===== src/common/rx_link_pkg.sv =====
package rx_link_pkg;

  //////////////////////////////
  // Link geometry.
  //////////////////////////////
  localparam int LANES          = 4;
  localparam int SYM_W          = 10;
  localparam int SYMS_PER_FRAME = 4;
  localparam int FRAME_W        = SYM_W * SYMS_PER_FRAME;
  // Covers a frame at the largest offset.
  localparam int HIST_DEPTH     = 2 * SYMS_PER_FRAME - 1;
  localparam int OFFSET_W       = $clog2(SYMS_PER_FRAME);

  //////////////////////////////
  // Alignment control.
  //////////////////////////////
  localparam int LOCK_COUNT     = 3;
  localparam int LOCK_CNT_W     = $clog2(LOCK_COUNT + 1);
  localparam int SEARCH_LIMIT   = 16;
  localparam int SEARCH_CNT_W   = $clog2(SEARCH_LIMIT + 1);

  localparam int STATE_W        = 2;
  localparam logic [STATE_W-1:0] ST_IDLE    = 2'd0;
  localparam logic [STATE_W-1:0] ST_SEARCH  = 2'd1;
  localparam logic [STATE_W-1:0] ST_CONFIRM = 2'd2;
  localparam logic [STATE_W-1:0] ST_LOCKED  = 2'd3;

  typedef logic [SYM_W-1:0]    symbol_t;
  typedef logic [OFFSET_W-1:0] offset_t;
  // Entry 0 is the newest word.
  typedef symbol_t [HIST_DEPTH-1:0] lane_hist_t;

  // Symbol 0 is the earliest arrival.
  typedef union packed {
    logic [FRAME_W-1:0]               raw;
    symbol_t [SYMS_PER_FRAME-1:0]     sym;
  } frame_u;

  // Training symbols in order of arrival.
  localparam symbol_t [SYMS_PER_FRAME-1:0] TRAIN_SEQ = {
    10'h283, 10'h17C, 10'h305, 10'h0FA
  };

  // Frame at offset k: symbol j is history entry k+3-j.
  function automatic frame_u cut_frame(lane_hist_t hist, offset_t offset);
    frame_u f;
    for (int j = 0; j < SYMS_PER_FRAME; j++) begin
      f.sym[j] = hist[int'(offset) + SYMS_PER_FRAME - 1 - j];
    end
    return f;
  endfunction

endpackage

===== src/design/rx_link_top.sv =====
`timescale 1ns/1ps

module rx_link_top (
  input  logic                                                    i_clk,
  input  logic                                                    i_rst_n,
  input  logic                                                    i_cda_rdy,
  input  logic [rx_link_pkg::LANES*rx_link_pkg::SYM_W-1:0]        i_rx_word,
  output logic [rx_link_pkg::LANES*rx_link_pkg::FRAME_W-1:0]      o_frame,
  output logic                                                    o_frame_valid,
  output logic                                                    o_data_locked,
  output logic                                                    o_align_err
);

  rx_link_pkg::lane_hist_t [rx_link_pkg::LANES-1:0] lane_hist;
  rx_link_pkg::frame_u     [rx_link_pkg::LANES-1:0] lane_frame;
  rx_link_pkg::offset_t                             offset;
  logic                                             frame_tick;

  //////////////////////////////
  // Word stream and phase.
  //////////////////////////////
  rx_lane_gearbox rx_lane_gearbox_inst (
    .i_clk        (i_clk),
    .i_rst_n      (i_rst_n),
    .i_word       (i_rx_word),
    .o_hist       (lane_hist),
    .o_frame_tick (frame_tick)
  );

  // Alignment runs on lane 0 only.
  rx_align_fsm rx_align_fsm_inst (
    .i_clk        (i_clk),
    .i_rst_n      (i_rst_n),
    .i_cda_rdy    (i_cda_rdy),
    .i_hist0      (lane_hist[0]),
    .i_frame_tick (frame_tick),
    .o_offset     (offset),
    .o_locked     (o_data_locked),
    .o_align_err  (o_align_err)
  );

  //////////////////////////////
  // Aligned frames out.
  //////////////////////////////
  rx_frame_select rx_frame_select_inst (
    .i_clk         (i_clk),
    .i_rst_n       (i_rst_n),
    .i_hist        (lane_hist),
    .i_frame_tick  (frame_tick),
    .i_offset      (offset),
    .i_locked      (o_data_locked),
    .o_frame       (lane_frame),
    .o_frame_valid (o_frame_valid)
  );

  // Lane l occupies bits l*40 upward.
  for (genvar l = 0; l < rx_link_pkg::LANES; l++) begin : g_frame_out
    assign o_frame[l*rx_link_pkg::FRAME_W +: rx_link_pkg::FRAME_W] = lane_frame[l].raw;
  end

endmodule


===== src/design/rx_frame_select.sv =====
`timescale 1ns/1ps

module rx_frame_select (
  input  logic                                               i_clk,
  input  logic                                               i_rst_n,
  input  rx_link_pkg::lane_hist_t [rx_link_pkg::LANES-1:0]   i_hist,
  input  logic                                               i_frame_tick,
  input  rx_link_pkg::offset_t                               i_offset,
  input  logic                                               i_locked,
  output rx_link_pkg::frame_u     [rx_link_pkg::LANES-1:0]   o_frame,
  output logic                                               o_frame_valid
);

  rx_link_pkg::frame_u [rx_link_pkg::LANES-1:0] cut;
  logic                                         take;

  //////////////////////////////
  // Offset mux per lane.
  //////////////////////////////

  always_comb begin
    for (int l = 0; l < rx_link_pkg::LANES; l++) begin
      cut[l] = rx_link_pkg::cut_frame(i_hist[l], i_offset);
    end
  end

  assign take = i_frame_tick && i_locked;

  //////////////////////////////
  // Output register.
  //////////////////////////////

  // Frames and valid land one cycle after the tick.
  always_ff @(posedge i_clk or negedge i_rst_n) begin
    if (!i_rst_n) begin
      o_frame       <= '0;
      o_frame_valid <= 1'b0;
    end else begin
      o_frame_valid <= take;
      if (take) begin
        o_frame <= cut;
      end
    end
  end

endmodule


===== src/design/rx_align_fsm.sv =====
`timescale 1ns/1ps

module rx_align_fsm (
  input  logic                      i_clk,
  input  logic                      i_rst_n,
  input  logic                      i_cda_rdy,
  input  rx_link_pkg::lane_hist_t   i_hist0,
  input  logic                      i_frame_tick,
  output rx_link_pkg::offset_t      o_offset,
  output logic                      o_locked,
  output logic                      o_align_err
);

  logic [rx_link_pkg::STATE_W-1:0]      state;
  logic [rx_link_pkg::LOCK_CNT_W-1:0]   match_cnt;
  logic [rx_link_pkg::SEARCH_CNT_W-1:0] search_cnt;

  logic                 hit;
  rx_link_pkg::offset_t hit_off;
  logic                 same_off;
  logic                 lock_now;
  logic                 search_last;

  //////////////////////////////
  // Training match on lane 0.
  //////////////////////////////

  // Walk down so the lowest matching offset wins.
  always_comb begin
    rx_link_pkg::frame_u cand;
    hit     = 1'b0;
    hit_off = '0;
    for (int k = rx_link_pkg::SYMS_PER_FRAME - 1; k >= 0; k--) begin
      cand = rx_link_pkg::cut_frame(i_hist0, rx_link_pkg::offset_t'(k));
      if (cand.raw == rx_link_pkg::TRAIN_SEQ) begin
        hit     = 1'b1;
        hit_off = rx_link_pkg::offset_t'(k);
      end
    end
  end

  assign same_off    = hit && (state == rx_link_pkg::ST_CONFIRM) && (hit_off == o_offset);
  assign lock_now    = same_off && (match_cnt == rx_link_pkg::LOCK_COUNT - 1);
  assign search_last = (search_cnt == rx_link_pkg::SEARCH_LIMIT - 1);

  //////////////////////////////
  // State machine.
  //////////////////////////////

  always_ff @(posedge i_clk or negedge i_rst_n) begin
    if (!i_rst_n) begin
      state       <= rx_link_pkg::ST_IDLE;
      o_offset    <= '0;
      match_cnt   <= '0;
      search_cnt  <= '0;
      o_align_err <= 1'b0;
    end else if (!i_cda_rdy) begin
      // Dropping ready aborts everything.
      state       <= rx_link_pkg::ST_IDLE;
      o_offset    <= '0;
      match_cnt   <= '0;
      search_cnt  <= '0;
      o_align_err <= 1'b0;
    end else if (state != rx_link_pkg::ST_LOCKED) begin
      if (state == rx_link_pkg::ST_IDLE) begin
        state <= rx_link_pkg::ST_SEARCH;
      end
      if (i_frame_tick) begin
        // Tick count saturates at the limit.
        if (search_cnt != rx_link_pkg::SEARCH_LIMIT) begin
          search_cnt <= search_cnt + 1'b1;
        end
        // Error flag holds until ready drops.
        if (search_last && !lock_now) begin
          o_align_err <= 1'b1;
        end

        if (same_off) begin
          match_cnt <= match_cnt + 1'b1;
          if (lock_now) begin
            state <= rx_link_pkg::ST_LOCKED;
          end
        end else if (hit) begin
          // New candidate restarts the count at one.
          o_offset  <= hit_off;
          match_cnt <= 1'b1;
          state     <= rx_link_pkg::ST_CONFIRM;
        end else begin
          match_cnt <= '0;
          state     <= rx_link_pkg::ST_SEARCH;
        end
      end
    end
  end

  assign o_locked = (state == rx_link_pkg::ST_LOCKED);

endmodule


===== src/design/rx_lane_gearbox.sv =====
`timescale 1ns/1ps

module rx_lane_gearbox (
  input  logic                                               i_clk,
  input  logic                                               i_rst_n,
  input  rx_link_pkg::symbol_t    [rx_link_pkg::LANES-1:0]   i_word,
  output rx_link_pkg::lane_hist_t [rx_link_pkg::LANES-1:0]   o_hist,
  output logic                                               o_frame_tick
);

  logic [rx_link_pkg::OFFSET_W-1:0] phase;

  //////////////////////////////
  // Word history per lane.
  //////////////////////////////

  // Newest word enters at entry 0, oldest drops off the top.
  always_ff @(posedge i_clk) begin
    for (int l = 0; l < rx_link_pkg::LANES; l++) begin
      o_hist[l] <= {o_hist[l][rx_link_pkg::HIST_DEPTH-2:0], i_word[l]};
    end
  end

  //////////////////////////////
  // Frame phase.
  //////////////////////////////

  // One counter shared by all lanes.
  always_ff @(posedge i_clk or negedge i_rst_n) begin
    if (!i_rst_n) begin
      phase <= '0;
    end else if (phase == rx_link_pkg::SYMS_PER_FRAME - 1) begin
      phase <= '0;
    end else begin
      phase <= phase + 1'b1;
    end
  end

  // Last phase of each frame period.
  assign o_frame_tick = (phase == rx_link_pkg::SYMS_PER_FRAME - 1);

endmodule


===== config.mk =====
export PLATFORM = sky130hd
export DESIGN_NAME = rx_link_top
export DESIGN_NICKNAME = d
export VERILOG_FILES = /design/src/common/rx_link_pkg.sv /design/src/design/rx_link_top.sv /design/src/design/rx_frame_select.sv /design/src/design/rx_align_fsm.sv /design/src/design/rx_lane_gearbox.sv
export SDC_FILE = /design/constraint.sdc
export NUM_CORES = 1
export LEC_CHECK = 0
export ABC_CLOCK_PERIOD_IN_PS = 7400
export BUFFER_PORTS_ARGS = -buffer_cell sky130_fd_sc_hd__buf_2
export CAP_MARGIN = 20
export CORE_MARGIN = 1
export CORE_UTILIZATION = 40
export DETAILED_ROUTE_END_ITERATION = 10
export GPL_ROUTABILITY_DRIVEN = 0
export PLACE_DENSITY_LB_ADDON = 0.08
export SLEW_MARGIN = 10
export SYNTH_ARGS = -nofsm -noshare
export SYNTH_HDL_FRONTEND = slang
export SYNTH_HIERARCHICAL = 1
export SYNTH_SLANG_ARGS = --single-unit

===== constraint.sdc =====
create_clock -name i_clk -period 7.4 [get_ports i_clk]
set_input_delay 1.11 -clock i_clk [delete_from_list [all_inputs] [get_ports i_clk]]
set_output_delay 1.11 -clock i_clk [all_outputs]
set_load 0.03 [all_outputs]

Yosys cells after proc, flatten, opt, wreduce, memory -nomap -nowiden
Index checks and enable logic that the tools add are counted.
{"block": "word_totals", "reg_bits": 455, "latch_bits": 0, "mem_bits_rw": 0, "romBits": 0, "input_bits": 43, "n_memories": 0}
{"block": "op_classes", "add_sub_neg": 8, "n_mul": 0, "n_div": 0, "magnitude_cmp": 4, "n_eq_ne": 18, "shift": 0, "n_mux": 82, "bitwise": 0, "reduce_logical": 11}
{"cell": "binary-select mux 10 bit (select 3 bit)", "count": 16}
{"cell": "two-way mux 10 bit", "count": 32}
{"cell": "equality test 40 bit (second input constant)", "count": 4}
{"cell": "less-than comparator 32 x 5 -> 1 bit (second input constant)", "count": 4}
{"cell": "subtractor 32 x 3 -> 32 bit (second input constant)", "count": 2}
{"cell": "two-way mux 2 bit", "count": 21}
{"cell": "subtractor 32 x 2 -> 32 bit (second input constant)", "count": 1}
{"cell": "two-way mux 5 bit", "count": 4}
{"cell": "inequality test 2 x 1 -> 1 bit (second input constant)", "count": 5}
{"cell": "two-way mux 1 bit", "count": 9}
{"cell": "equality test 2 bit (second input constant)", "count": 4}
{"cell": "AND reduction 3 bit", "count": 2}
{"cell": "adder 5 x 1 -> 5 bit (second input constant)", "count": 1}
{"cell": "equality test 5 x 4 -> 1 bit (second input constant)", "count": 1}
{"cell": "logical AND 1 bit", "count": 5}
{"cell": "inequality test 5 bit (second input constant)", "count": 1}
{"cell": "subtractor 4 x 1 -> 5 bit (second input constant)", "count": 1}
{"cell": "adder 2 x 1 -> 2 bit (second input constant)", "count": 2}
{"cell": "adder 2 x 3 -> 4 bit (second input constant)", "count": 1}
{"cell": "inequality test 2 bit (second input constant)", "count": 2}
{"cell": "AND reduction 4 bit", "count": 1}
{"cell": "equality test 2 bit", "count": 1}
{"cell": "logical NOT 2 bit", "count": 1}
{"cell": "AND reduction 2 bit", "count": 1}
{"cell": "logical NOT 1 bit", "count": 1}

Depth between registers and ports, before layout
Gate-level depths: netlist of the first run.
{"block": "logic_depth", "ltp_word": 14, "depth_mapped": 12, "ltp_nobuf": 7}

Hierarchy
Netlist of the first run, hierarchy kept.
{"module": "rx_frame_select", "instances": 1, "cells_per_inst": 1431, "area_each_um2": 13036.3, "seq_area_each_um2": 4028.9}
{"module": "rx_lane_gearbox", "instances": 1, "cells_per_inst": 284, "area_each_um2": 5671.7, "seq_area_each_um2": 5655.4}
{"module": "rx_align_fsm", "instances": 1, "cells_per_inst": 126, "area_each_um2": 1116.1, "seq_area_each_um2": 300.3}

Worst setup path after synthesis of the first run
OpenSTA, ideal clock, no wires.
{"block": "synth_path", "path_kind": "reg2reg", "start": "register rx_align_fsm_inst.o_offset[0]", "end": "register rx_frame_select_inst/o_frame[59] (netlist name)", "setup_time_ns": 0.122, "t_arrival_ns": 2.388, "t_required_ns": 7.278, "slack_ns": 4.891, "stages_incl_launch_ff": 10, "path_buffers": 4, "period_less_slack_ns": 2.509, "cell_sequence": "dfrtp_1 > buf_4 > inv_2 > clkbuf_1 > ha_1 > buf_6 > buf_6 > mux2_4 > or3_1 > a32o_1"}
{"block": "synth_between", "elab_chain_cells": 6}
{"element": "from (decl)", "line": "rx_align_fsm.sv:9", "source": "output rx_link_pkg::offset_t o_offset,"}
{"element": "from (signal assigned)", "line": "rx_align_fsm.sv:85", "source": "o_offset <= hit_off;"}
{"element": "adder 2 x 3 -> 4 bit", "line": "rx_link_pkg.sv:48", "source": "f.sym[j] = hist[int'(offset) + SYMS_PER_FRAME - 1 - j];"}
{"element": "subtractor 4 x 1 -> 5 bit", "line": "rx_link_pkg.sv:48"}
{"element": "subtractor 32 x 2 -> 32 bit", "line": "rx_link_pkg.sv:48"}
{"element": "binary-select mux 10 bit (select 3 bit)", "line": "rx_link_pkg.sv:48"}
{"element": "two-way mux 10 bit (not written as such) (2 in a row)", "line": "rx_link_pkg.sv:48"}
{"element": "to (signal assigned)", "line": "rx_frame_select.sv:41", "source": "o_frame <= cut;"}
{"element": "to (decl)", "line": "rx_frame_select.sv:10", "source": "output rx_link_pkg::frame_u [rx_link_pkg::LANES-1:0] o_frame,"}
No other way between the ends. The select of a mux whose other input is x is not followed.
A chain may end at the register's enable or synchronous reset.

Final worst setup path of the first run
{"block": "layout_path", "start": "register rx_align_fsm_inst.o_offset[0]", "end": "register rx_frame_select_inst/o_frame[70] (netlist name)"}
{"block": "layout_between", "elab_chain_cells": 6}
{"element": "adder 2 x 3 -> 4 bit", "line": "rx_link_pkg.sv:48"}
{"element": "subtractor 4 x 1 -> 5 bit", "line": "rx_link_pkg.sv:48"}
{"element": "subtractor 32 x 3 -> 32 bit", "line": "rx_link_pkg.sv:48"}
{"element": "binary-select mux 10 bit (select 3 bit)", "line": "rx_link_pkg.sv:48"}
{"element": "two-way mux 10 bit (not written as such) (2 in a row)", "line": "rx_link_pkg.sv:48"}
No other way between the ends. The select of a mux whose other input is x is not followed.

==> qor.yml, run 1 <==
run_status:
  status: "finished clean"
die:
  ioPinCount: 206
  core-area_um2: 49000
  die_w_um: 225
  dieArea_um2: 50500
  initial_utilization: 0.405
  die_h_um: 225
  rows: 81
finish:
  fin_cells: 2681
  final_common_cell: "dfxtp_1"
  antenna_cells: 0
  n_fill_cell: 4632
  layout-drive-gt1-share: 0.239
  area_growth_pct: 15.9
  final_util: 0.469
  mostFrequentLayoutCells: "dfxtp_1 (280), buf_2 (204), mux2i_1 (179)"
  nets: 2027
detailed_routing:
  wl_mm: 65.5
  routedWlPerCell_um: 24.4
  vias_per_cell: 5.89
  drt_iter0_drc: 1115
  detail-route-antenna-nets: 0
  drt_pre_antenna_iters: 5
  vias: 15800
  route.detailed.drc: 0
placed_design:
  port_buffers: 205
  dp_cells: 2585
  dp_hpwl_mm: 40.5
  pre_cts_slack_ps: 3300
worst_setup_path:
  critical-path-slowest-cell: "ha_4"
  critPathMaxStageDelay_ps: 1030
  endpoint_kind: "register"
  crit_arrival_ps: 4600
  worstSetupPathType: "reg -> reg"
  crit_fanout: 64
  required_ps: 7870
  cp_cell_sequence: "inv_2 -> ha_4 -> buf_4 -> mux2i_1 -> nor2_1 -> a2111oi_0 -> a211oi_1"
  start_kind: "register"
clocking:
  clock-sinks: 455
  cts_tree: "yes"
  post-cts-setup-buffer-count: 0
  root_buffer: "clkbuf_16"
  cts_buffer_depth: 3
  clk_pin_slew_ps: 60
  numCtsBuffers: 51
  cts_resized: 0
  holdBufCountCts: 0
  clk_latency_ps: 600
  htree_levels: 2
global_route:
  first_global_vias: 15900
  overflow: 0
  antenna_found_initial: 1
  track_usage: 0.259
  grt_max_degree: 119
  grt_pass1_wl_mm: 99.5
synthesis:
  synth_edf_count: 0
  synthArstFlopShare: 0.385
  syn_area_um2: 19800
  yosys.cell_types.count: 72
  synth_flop_cell: "dfxtp_1"
  postSynthAreaPerCell_um2: 10.8
  ys_ff_latch: 455
  ys.warnings.count: 6
  netlist_instances: 1841
  synth_seq_area_share: 0.504
  syn_nets: 1893
sta:
  hold_viol: 0
  finClkSkew_ps: 17.1
  worst_pin_slew_ps: 1110
  min_period_ps: 4130
  finalMaxSlewViolations: 0
  rsz0062_at_grt: "false"
  setup_viol: 0
  hold_ws_ps: 355
  fmax_ghz: 0.242
  tns_ps: 0
  relSlewSlack: 0.260
  final.period_utilization: 0.558
  layout_setup_ws_ps: 3270
min_path:
  min_path_type: "reg -> reg"
power_and_ir_drop:
  powerDensity_nw_per_um2: 240
  ir_drop_mv: 0.143
  p_leak_nw: 9.24
flow_run:
  drv_cap: 0
sequential cells by signal (all words and copies together), names as in the netlist:
signal                              flops
rx_align_fsm_inst/match_cnt             2
rx_align_fsm_inst/o_align_err           1
rx_align_fsm_inst/o_offset              2
rx_align_fsm_inst/search_cnt            5
rx_align_fsm_inst/state                 2
rx_frame_select_inst/o_frame          160
rx_frame_select_inst/o_frame_valid      1
rx_lane_gearbox_inst/o_hist           280
rx_lane_gearbox_inst/phase              2
stage by stage:
step,power [mW],instance area (µm²)
6_report,5.51,23000
5_1_grt,5.72,23000
4_1_cts,5.58,23000
3_5_place_dp,2.99,21200
3_3_place_gp,2.99,21200
2_1_floorplan,2.86,19800
synthesized netlist by cell type (13+ instances only):
library cell / instances / area share
a211oi_1: 45 / 0.017
o31ai_1: 39 / 0.015
dfrtp_1: 175 / 0.22
dfxtp_1: 280 / 0.28
nor2_1: 117 / 0.022
mux2_2: 118 / 0.067
o21ai_0: 93 / 0.023
buf_4: 23 / 0.0087
o221ai_1: 23 / 0.010
o22ai_1: 23 / 0.0073
nand3_1: 37 / 0.0093
a221oi_1: 45 / 0.020
buf_2: 46 / 0.012
a22oi_1: 21 / 0.0080
mux2i_1: 179 / 0.090
nand2_1: 133 / 0.025
a2111oi_0: 21 / 0.0093
a32o_1: 32 / 0.016
clkbuf_1: 66 / 0.012
a21oi_1: 107 / 0.027
o22a_1: 21 / 0.0093
o211ai_1: 13 / 0.0049
report_power, final:
part           total, mW  internal [mW]  switching, mW  leakage [nW]
logic              0.260          0.106          0.154          3.60
clock network       2.57           1.54           1.03         0.858
registers           2.68           2.57          0.109          4.78
worst paths after layout:
kind	from	end	slack, ps	depth (start not counted)
min in group asynchronous	i_rst_n	rx_frame_select_inst/o_frame[86]	590	1
hold reg to reg	rx_lane_gearbox_inst/o_hist[161]	rx_lane_gearbox_inst/o_hist[171]	350	0
setup reg to reg	rx_align_fsm_inst/o_offset[0]	rx_frame_select_inst/o_frame[70]	3270	7
hold / removal	rx_lane_gearbox_inst/o_hist[161]	rx_lane_gearbox_inst/o_hist[171]	350	0
max in group asynchronous	i_rst_n	rx_frame_select_inst/o_frame[61]	5480	2
setup / recovery	rx_align_fsm_inst/o_offset[0]	rx_frame_select_inst/o_frame[70]	3270	7
kinds of logic after synthesis:
| family | after synthesis | synth area share |
|---|---|---|
| AO/OA/AOI/OAI | 534 | 0.194 |
| flip-flops | 455 | 0.504 |
| AND/OR/NAND/NOR | 367 | 0.0877 |
| multiplexers | 303 | 0.163 |
| buffers and inverters | 167 | 0.0431 |
| adder cells (fa/ha/maj) | 9 | 0.00568 |
| XOR/XNOR | 6 | 0.00303 |
layer usage:
| metal | global-route usage | part of all wire |
|---|---|---|
| met5 | 0 | 0 |
| met4 | 0.0834 | 0.028 |
| met3 | 0.0465 | 0.060 |
| met2 | 0.409 | 0.46 |
| met1 | 0.357 | 0.45 |
area by class of cell:
cell class / instances / area (µm²) / area share
clock inverter: 11 / 82.6 / 0.00359
timing repair buffer: 235 / 1290 / 0.0562
tap: 664 / 831 / 0.0362
inverter: 13 / 51.3 / 0.00223
clock buffer: 84 / 1650 / 0.0716
multi-input combinational: 1219 / 9090 / 0.395
sequential: 455 / 9990 / 0.435
worst max-delay path: cells and delay by family (launching register included):
family | cells | cell delay (ps)
fa+ha+maj | 1 | 1030
buf+inv | 2 | 1190
mux | 1 | 340
simple gates | 1 | 60
flops | 1 | 770
compound gates | 2 | 510
Note: power is estimated with default switching activity, not from simulation.
==> run 2, diff against run 1 <==
Settings changed: ABC_CLOCK_PERIOD_IN_PS 7400 to 3500.
Clock period 7.4 ns to 3.5 ns, I/O delays scaled along.
==> run 2 against run 1 <==
Count of clock-buffer cells in the layout stayed put. Worst hold slack worse by 320 ps. Non-clock buffer count is 41 higher. Global-route usage hardly changed. Sequential power is 110% higher. Routed wire length is 0.47% higher. Final area is 1.6% higher.
==> qor.yml, run 2 (synthesis results as in run 1) <==
clocking:
  cts_buffer_depth: 3  # unchanged
  numCtsBuffers: 51  # unchanged
  htree_levels: 2  # unchanged
  cts_tree: "yes"
  clock-sinks: 455  # unchanged
  clk_pin_slew_ps: 60  # about the same
  root_buffer: "clkbuf_16"
  cts_resized: 0  # unchanged
  clk_latency_ps: 610  # about the same
sta:
  min_period_ps: 2870  # -1260 ps
  relSlewSlack: 0.310  # +0.0495
  tns_ps: 0  # unchanged
  final.period_utilization: 0.819  # +0.261
  finClkSkew_ps: 21.6  # +4.48 ps
  hold_viol: 0  # unchanged
  fmax_ghz: 0.349  # +44%
  setup_viol: 0  # unchanged
  worst_pin_slew_ps: 1030  # -74.0 ps
  rsz0062_at_grt: "false"
  layout_setup_ws_ps: 634  # -2640 ps
  finalMaxSlewViolations: 0  # unchanged
global_route:
  use_met2: 0.410  # +0.000599
  overflow: 0  # unchanged
  first_global_vias: 16000  # +0.31%
  grt_max_degree: 175  # +47%
  grt_pass1_wl_mm: 99.4  # -0.12%
  grt_use_met3: 0.0504  # +0.00392
  use_met1: 0.352  # -0.00427
  busiest_layer: "met2"
  antenna_found_initial: 1  # unchanged
  track_usage: 0.259  # +0.000432
die:
  die_w_um: 225  # unchanged
  core-area_um2: 49000  # unchanged
  initial_utilization: 0.405  # unchanged
  rows: 81  # unchanged
  ioPinCount: 206  # unchanged
  dieArea_um2: 50500  # unchanged
  die_h_um: 225  # unchanged
finish:
  top_register: "rx_lane_gearbox_inst/o_hist"
  area_growth_pct: 17.8
  reg_top3: "rx_lane_gearbox_inst/o_hist x280, rx_frame_select_inst/o_frame x160, rx_align_fsm_inst/search_cnt x5"
  layout-drive-gt1-share: 0.237  # -0.00147
  mostFrequentLayoutCells: "dfxtp_1 (280), buf_2 (204), mux2i_1 (179)"
  antenna_cells: 0  # unchanged
  largest_reg_flops: 280  # unchanged
  final_common_cell: "dfxtp_1"
  nets: 2068  # +2.0%
flow_run:
  drv_cap: 0  # unchanged
detailed_routing:
  drt_iter0_drc: 1157  # +3.8%
  vias: 16000  # +1.2%
  routedWlPerCell_um: 24.2  # -1.1%
  vias_per_cell: 5.86  # -0.37%
  route.detailed.drc: 0  # unchanged
  detail-route-antenna-nets: 0  # unchanged
  drt_pre_antenna_iters: 4  # -1
  wl_mm: 65.8  # +0.47%
worst_setup_path:
  endpoint_kind: "register"
  required_ps: 3950  # -3920 ps
  worstSetupPathType: "reg -> reg"
  crit_fanout: 54  # -16%
  start_kind: "register"
  crit_arrival_ps: 3320  # -1280 ps
run_status:
  status: "finished clean"
power_and_ir_drop:
  powerDensity_nw_per_um2: 493  # +110%
  power_mw: 11.5  # +110%
  p_leak_nw: 9.39  # +1.6%
  ir_drop_mv: 0.348  # +140%
placed_design:
  pre_cts_slack_ps: 667  # -2640 ps
  port_buffers: 205  # unchanged
  dp_hpwl_mm: 41.2  # +1.7%
min_path:
  min_path_type: "in -> reg"
## run 2: changes by cell type in the layout (fill, tap and decap cells not counted), sizes merged
cell	before	now
buf	234	251
bufinv	1	2
inv	11	13
clkinv	11	9
dlygate4sd3	0	24
## run 2: power by group
| group | internal, mW | leakage (nW) | switching (mW) |
|---|---|---|---|
| clock | 3.07 | 0.794 | 2.18 |
| combinational | 0.243 | 3.82 | 0.330 |
| sequential | 5.44 | 4.78 | 0.234 |
| total | 8.76 | 9.39 | 2.75 |
## run 2: critical path, stage by stage (launching register included)
cell	delay (ps)
dfrtp_4	520
inv_2	80
buf_4	260
ha_4	410
buf_12	350
mux2_2	390
a2111oi_0	580
a211oi_1	100
## run 2: repair_timing
item | 4_1_cts | 5_1_grt
endpoints found under the hold margin | 88 | 0
setup buffers | 0 | 0
hold buffers | 24 | 0
## run 2: stage by stage
step	util	hold slack, ps	cell area (µm²)	instances
after detailed placement	0.439	355	21500	2603
after global routing	0.477	1.11	23400	2723
after floorplan	-	229	19800	1841
final	0.477	30.2	23400	2723
after global placement	0.439	350	21500	2603
after CTS	0.477	0.367	23400	2723
## run 2: layout make-up
type / instances / area [µm²]
fill: 4642 / 25600
sequential: 455 / 9990
multi-input combinational: 1219 / 9090
timing repair buffer: 276 / 1770
clock buffer: 84 / 1500
tap: 664 / 831
clock inverter: 12 / 131
inverter: 13 / 51.3
## run 2: path summary, 6_finish.rpt
path | slack, ps | from | to | depth (start not counted)
min | 30 | i_rx_word[35] | rx_lane_gearbox_inst/o_hist[215] | 1
min reg2reg | 360 | rx_lane_gearbox_inst/o_hist[169] | rx_lane_gearbox_inst/o_hist[179] | 0
min in group asynchronous | 550 | i_rst_n | rx_frame_select_inst/o_frame[125] | 2
max in group asynchronous | 2040 | i_rst_n | rx_frame_select_inst/o_frame[142] | 3
max | 630 | rx_align_fsm_inst/o_offset[0] | rx_frame_select_inst/o_frame[154] | 7
max reg2reg | 630 | rx_align_fsm_inst/o_offset[0] | rx_frame_select_inst/o_frame[154] | 7
## run 2: per-layer routing
metal	vias up	part of all wire
li1	7318	-
met1	7937	0.45
met2	564	0.46
met3	145	0.059
met4	2	0.030
met5	-	0.00020
==> run 3, diff against run 2 <==
Settings changed: ABC_AREA set to 1, ABC_CLOCK_PERIOD_IN_PS 3500 to 2500.
Clock period 3.5 ns to 2.5 ns, I/O delays scaled along.
==> run 3 against run 2 <==
Non-clock buffer count rose by 15. Synthesized cell count grew 78%. Register-to-register slack worse by 230 ps. Final area is 8.7% higher. Critical path depth up 2. Largest power group unchanged.
==> qor.yml, run 3 <==
worst_setup_path:
  critical-path-slowest-cell: "dfrtp_4"
  cp_cell_sequence: "inv_8 -> ha_4 -> inv_6 -> buf_4 -> nand3_1 -> nand3_1 -> nand2_1 -> nand2_1 -> nand2_1"
  critPathMaxStageDelay_ps: 550  # -30 ps
  endpoint_kind: "register"
  worst-path-buf-inv: 3  # unchanged
  start_kind: "register"
  critPathTopFamily: "buffers and inverters"
  crit_arrival_ps: 2570  # -750 ps
  worstSetupPathType: "reg -> reg"
  crit_fanout: 52  # -3.7%
  cpMostUsedCell: "nand2_1"
  required_ps: 2980  # -970 ps
synthesis:
  synth_seq_area_share: 0.459  # -0.0444
  ys_top_cells_by_count: "nand2_1 (1675), nand3_1 (502), dfxtp_1 (280)"
  synthArstFlopShare: 0.385  # unchanged
  ys.warnings.count: 6  # unchanged
  syn_nets: 3326  # +76%
  synth_edf_count: 0  # unchanged
  netlist.area_leader.share: 0.289  # +0.00642
  yosys-top-cells-area: "nand2_1 (29%), dfxtp_1 (26%), dfrtp_1 (20%)"
  postSynthAreaPerCell_um2: 6.64  # -38%
  ys_ff_latch: 455  # unchanged
  synth_flop_cell: "dfxtp_1"
  netlist_instances: 3274  # +78%
  synth_area_leader_cell: "nand2_1"
  syn_area_um2: 21700  # +9.7%
  yosysMostFrequentCell: "nand2_1"
  yosys.cell_types.count: 27  # -63%
detailed_routing:
  routed-wl-met3_mm: 3.72  # -4.9%
  drt_pre_antenna_iters: 5  # +1
  vias: 21400  # +34%
  wl_met2_mm: 30.3  # -0.43%
  routedWlPerCell_um: 16.1  # -34%
  vias_per_cell: 5.15  # -12%
  topRoutingLayerUsed: "met4"
  wl_mm: 66.7  # +1.4%
  met1_length_mm: 31.0  # +4.9%
  detail-route-antenna-nets: 0  # unchanged
  route.detailed.drc: 0  # unchanged
  drt_iter0_drc: 1751  # +51%
finish:
  final_util: 0.472  # -0.00536
  area_growth_pct: 16.8
  final_common_cell: "nand2_1"
  largest_reg_flops: 280  # unchanged
  mostFrequentLayoutCells: "nand2_1 (1672), nand3_1 (502), dfxtp_1 (280)"
  nets: 3469  # +68%
  n_fill_cell: 5528  # +19%
  top_register: "rx_lane_gearbox_inst/o_hist"
  register_area_um2: 9990  # unchanged
  layout-drive-gt1-share: 0.101  # -0.137
  reg_top3: "rx_lane_gearbox_inst/o_hist x280, rx_frame_select_inst/o_frame x160, rx_align_fsm_inst/search_cnt x5"
  antenna_cells: 0  # unchanged
  multi_input_area_um2: 10500  # +16%
clocking:
  root_buffer: "clkbuf_16"
  cts_tree: "yes"
  numCtsBuffers: 51  # unchanged
  holdBufCountCts: 41  # +71%
  clock-sinks: 455  # unchanged
  cts_resized: 0  # unchanged
  clk_latency_ps: 600  # about the same
  cts_buffer_depth: 3  # unchanged
  clk_pin_slew_ps: 60  # about the same
  htree_levels: 2  # unchanged
  post-cts-setup-buffer-count: 0  # unchanged
power_and_ir_drop:
  power_mw: 16.3  # +42%
  powerDensity_nw_per_um2: 644  # +31%
  ir_drop_mv: 0.446  # +28%
  p_leak_nw: 13.4  # +43%
die:
  initial_utilization: 0.404  # -0.000957
  rows: 85  # +4.9%
  die_w_um: 235  # +4.7%
  die_h_um: 235  # +4.7%
  dieArea_um2: 55300  # +9.6%
  ioPinCount: 206  # unchanged
  core-area_um2: 53800  # +9.9%
placed_design:
  pre_cts_slack_ps: 417  # -250 ps
  dp_hpwl_mm: 41.9  # +1.9%
  port_buffers: 205  # unchanged
global_route:
  grt_max_degree: 177  # +1.1%
  antenna_found_initial: 1  # unchanged
  overflow: 0  # unchanged
  track_usage: 0.241  # -0.0179
  first_global_vias: 20500  # +28%
  grt_pass1_wl_mm: 109  # +9.2%
sta:
  rsz0062_at_grt: "false"
  tns_ps: 0  # unchanged
  min_period_ps: 2090  # -773 ps
  final.period_utilization: 0.837  # +0.0185
  worst_pin_slew_ps: 804  # -228 ps
  relSlewSlack: 0.464  # +0.155
  finClkSkew_ps: 10.4  # -11.2 ps
  setup_viol: 0  # unchanged
  hold_viol: 0  # unchanged
  layout_setup_ws_ps: 407  # -227 ps
  fmax_ghz: 0.478  # +37%
  finalMaxSlewViolations: 0  # unchanged
run_status:
  status: "finished clean"
flow_run:
  drv_cap: 0  # unchanged
min_path:
  min_path_type: "in -> reg"
[run 3: cell count changes after synthesis, moves of 64 or more]
cell	before	now
nand2_1	133	1675
nand3_1	37	502
mux2i_1	179	0
mux2_2	118	0
nor2_1	117	232
o21ai_0	93	16
buf_2	46	110
[run 3: power by group]
group	total, mW	switching (mW)	internal, mW	leakage (nW)
combinational	0.980	0.624	0.356	7.79
sequential	7.92	0.292	7.62	4.79
clock	7.44	3.04	4.41	0.819
total	16.3	3.95	12.4	13.4
[run 3: metrics by stage]
stage | hold WS, ps | cell area, µm² | cells
5_1_grt | 118 | 25400 | 4155
3_3_place_gp | 353 | 23300 | 4019
2_1_floorplan | 79.4 | 21700 | 3274
6_report | 86.9 | 25400 | 4155
4_1_cts | 48.6 | 25400 | 4155
3_5_place_dp | 357 | 23300 | 4019
[run 3: layer usage]
metal / GRT usage / vias to the layer above
li1: - / 10600
met1: 0.328 / 10000
met2: 0.392 / 649
met3: 0.0347 / 123
met4: 0.0811 / 0
met5: 0 / -
[run 3: worst register-to-register path, delay by kind of cell (launching register included)]
| kind | cells | cell delay (ps) |
|---|---|---|
| adders and majority gates | 1 | 250 |
| buffers and inverters | 3 | 700 |
| DFF | 1 | 550 |
| and+or+nand+nor | 5 | 490 |
[run 3: worst paths after layout]
kind,start,end,slack (ps),cells past startpoint
max,rx_align_fsm_inst/o_offset[0],rx_frame_select_inst/o_frame[67],410,9
min,i_cda_rdy,rx_align_fsm_inst/search_cnt[3],90,3
max reg2reg,rx_align_fsm_inst/o_offset[0],rx_frame_select_inst/o_frame[67],410,9
min reg2reg,rx_lane_gearbox_inst/o_hist[228],rx_lane_gearbox_inst/o_hist[238],360,0
max in group asynchronous,i_rst_n,rx_align_fsm_inst/state[0],1330,3
min in group asynchronous,i_rst_n,rx_frame_select_inst/o_frame[104],330,2
[run 3: cells by family after synthesis]
family	share of synthesized area
AOI/OAI and AO/OA	0.0209
buffers and inverters	0.0586
and+or+nand+nor	0.456
DFF	0.459
adders and majority gates	0.00518
[run 3: layout make-up]
cell class                 count  area share
clock buffer                  87      0.0628
clock inverter                 8     0.00271
inverter                      73      0.0115
multi-input combinational   2545       0.415
sequential                   455       0.393
tap                          696      0.0343
timing repair buffer         291      0.0801
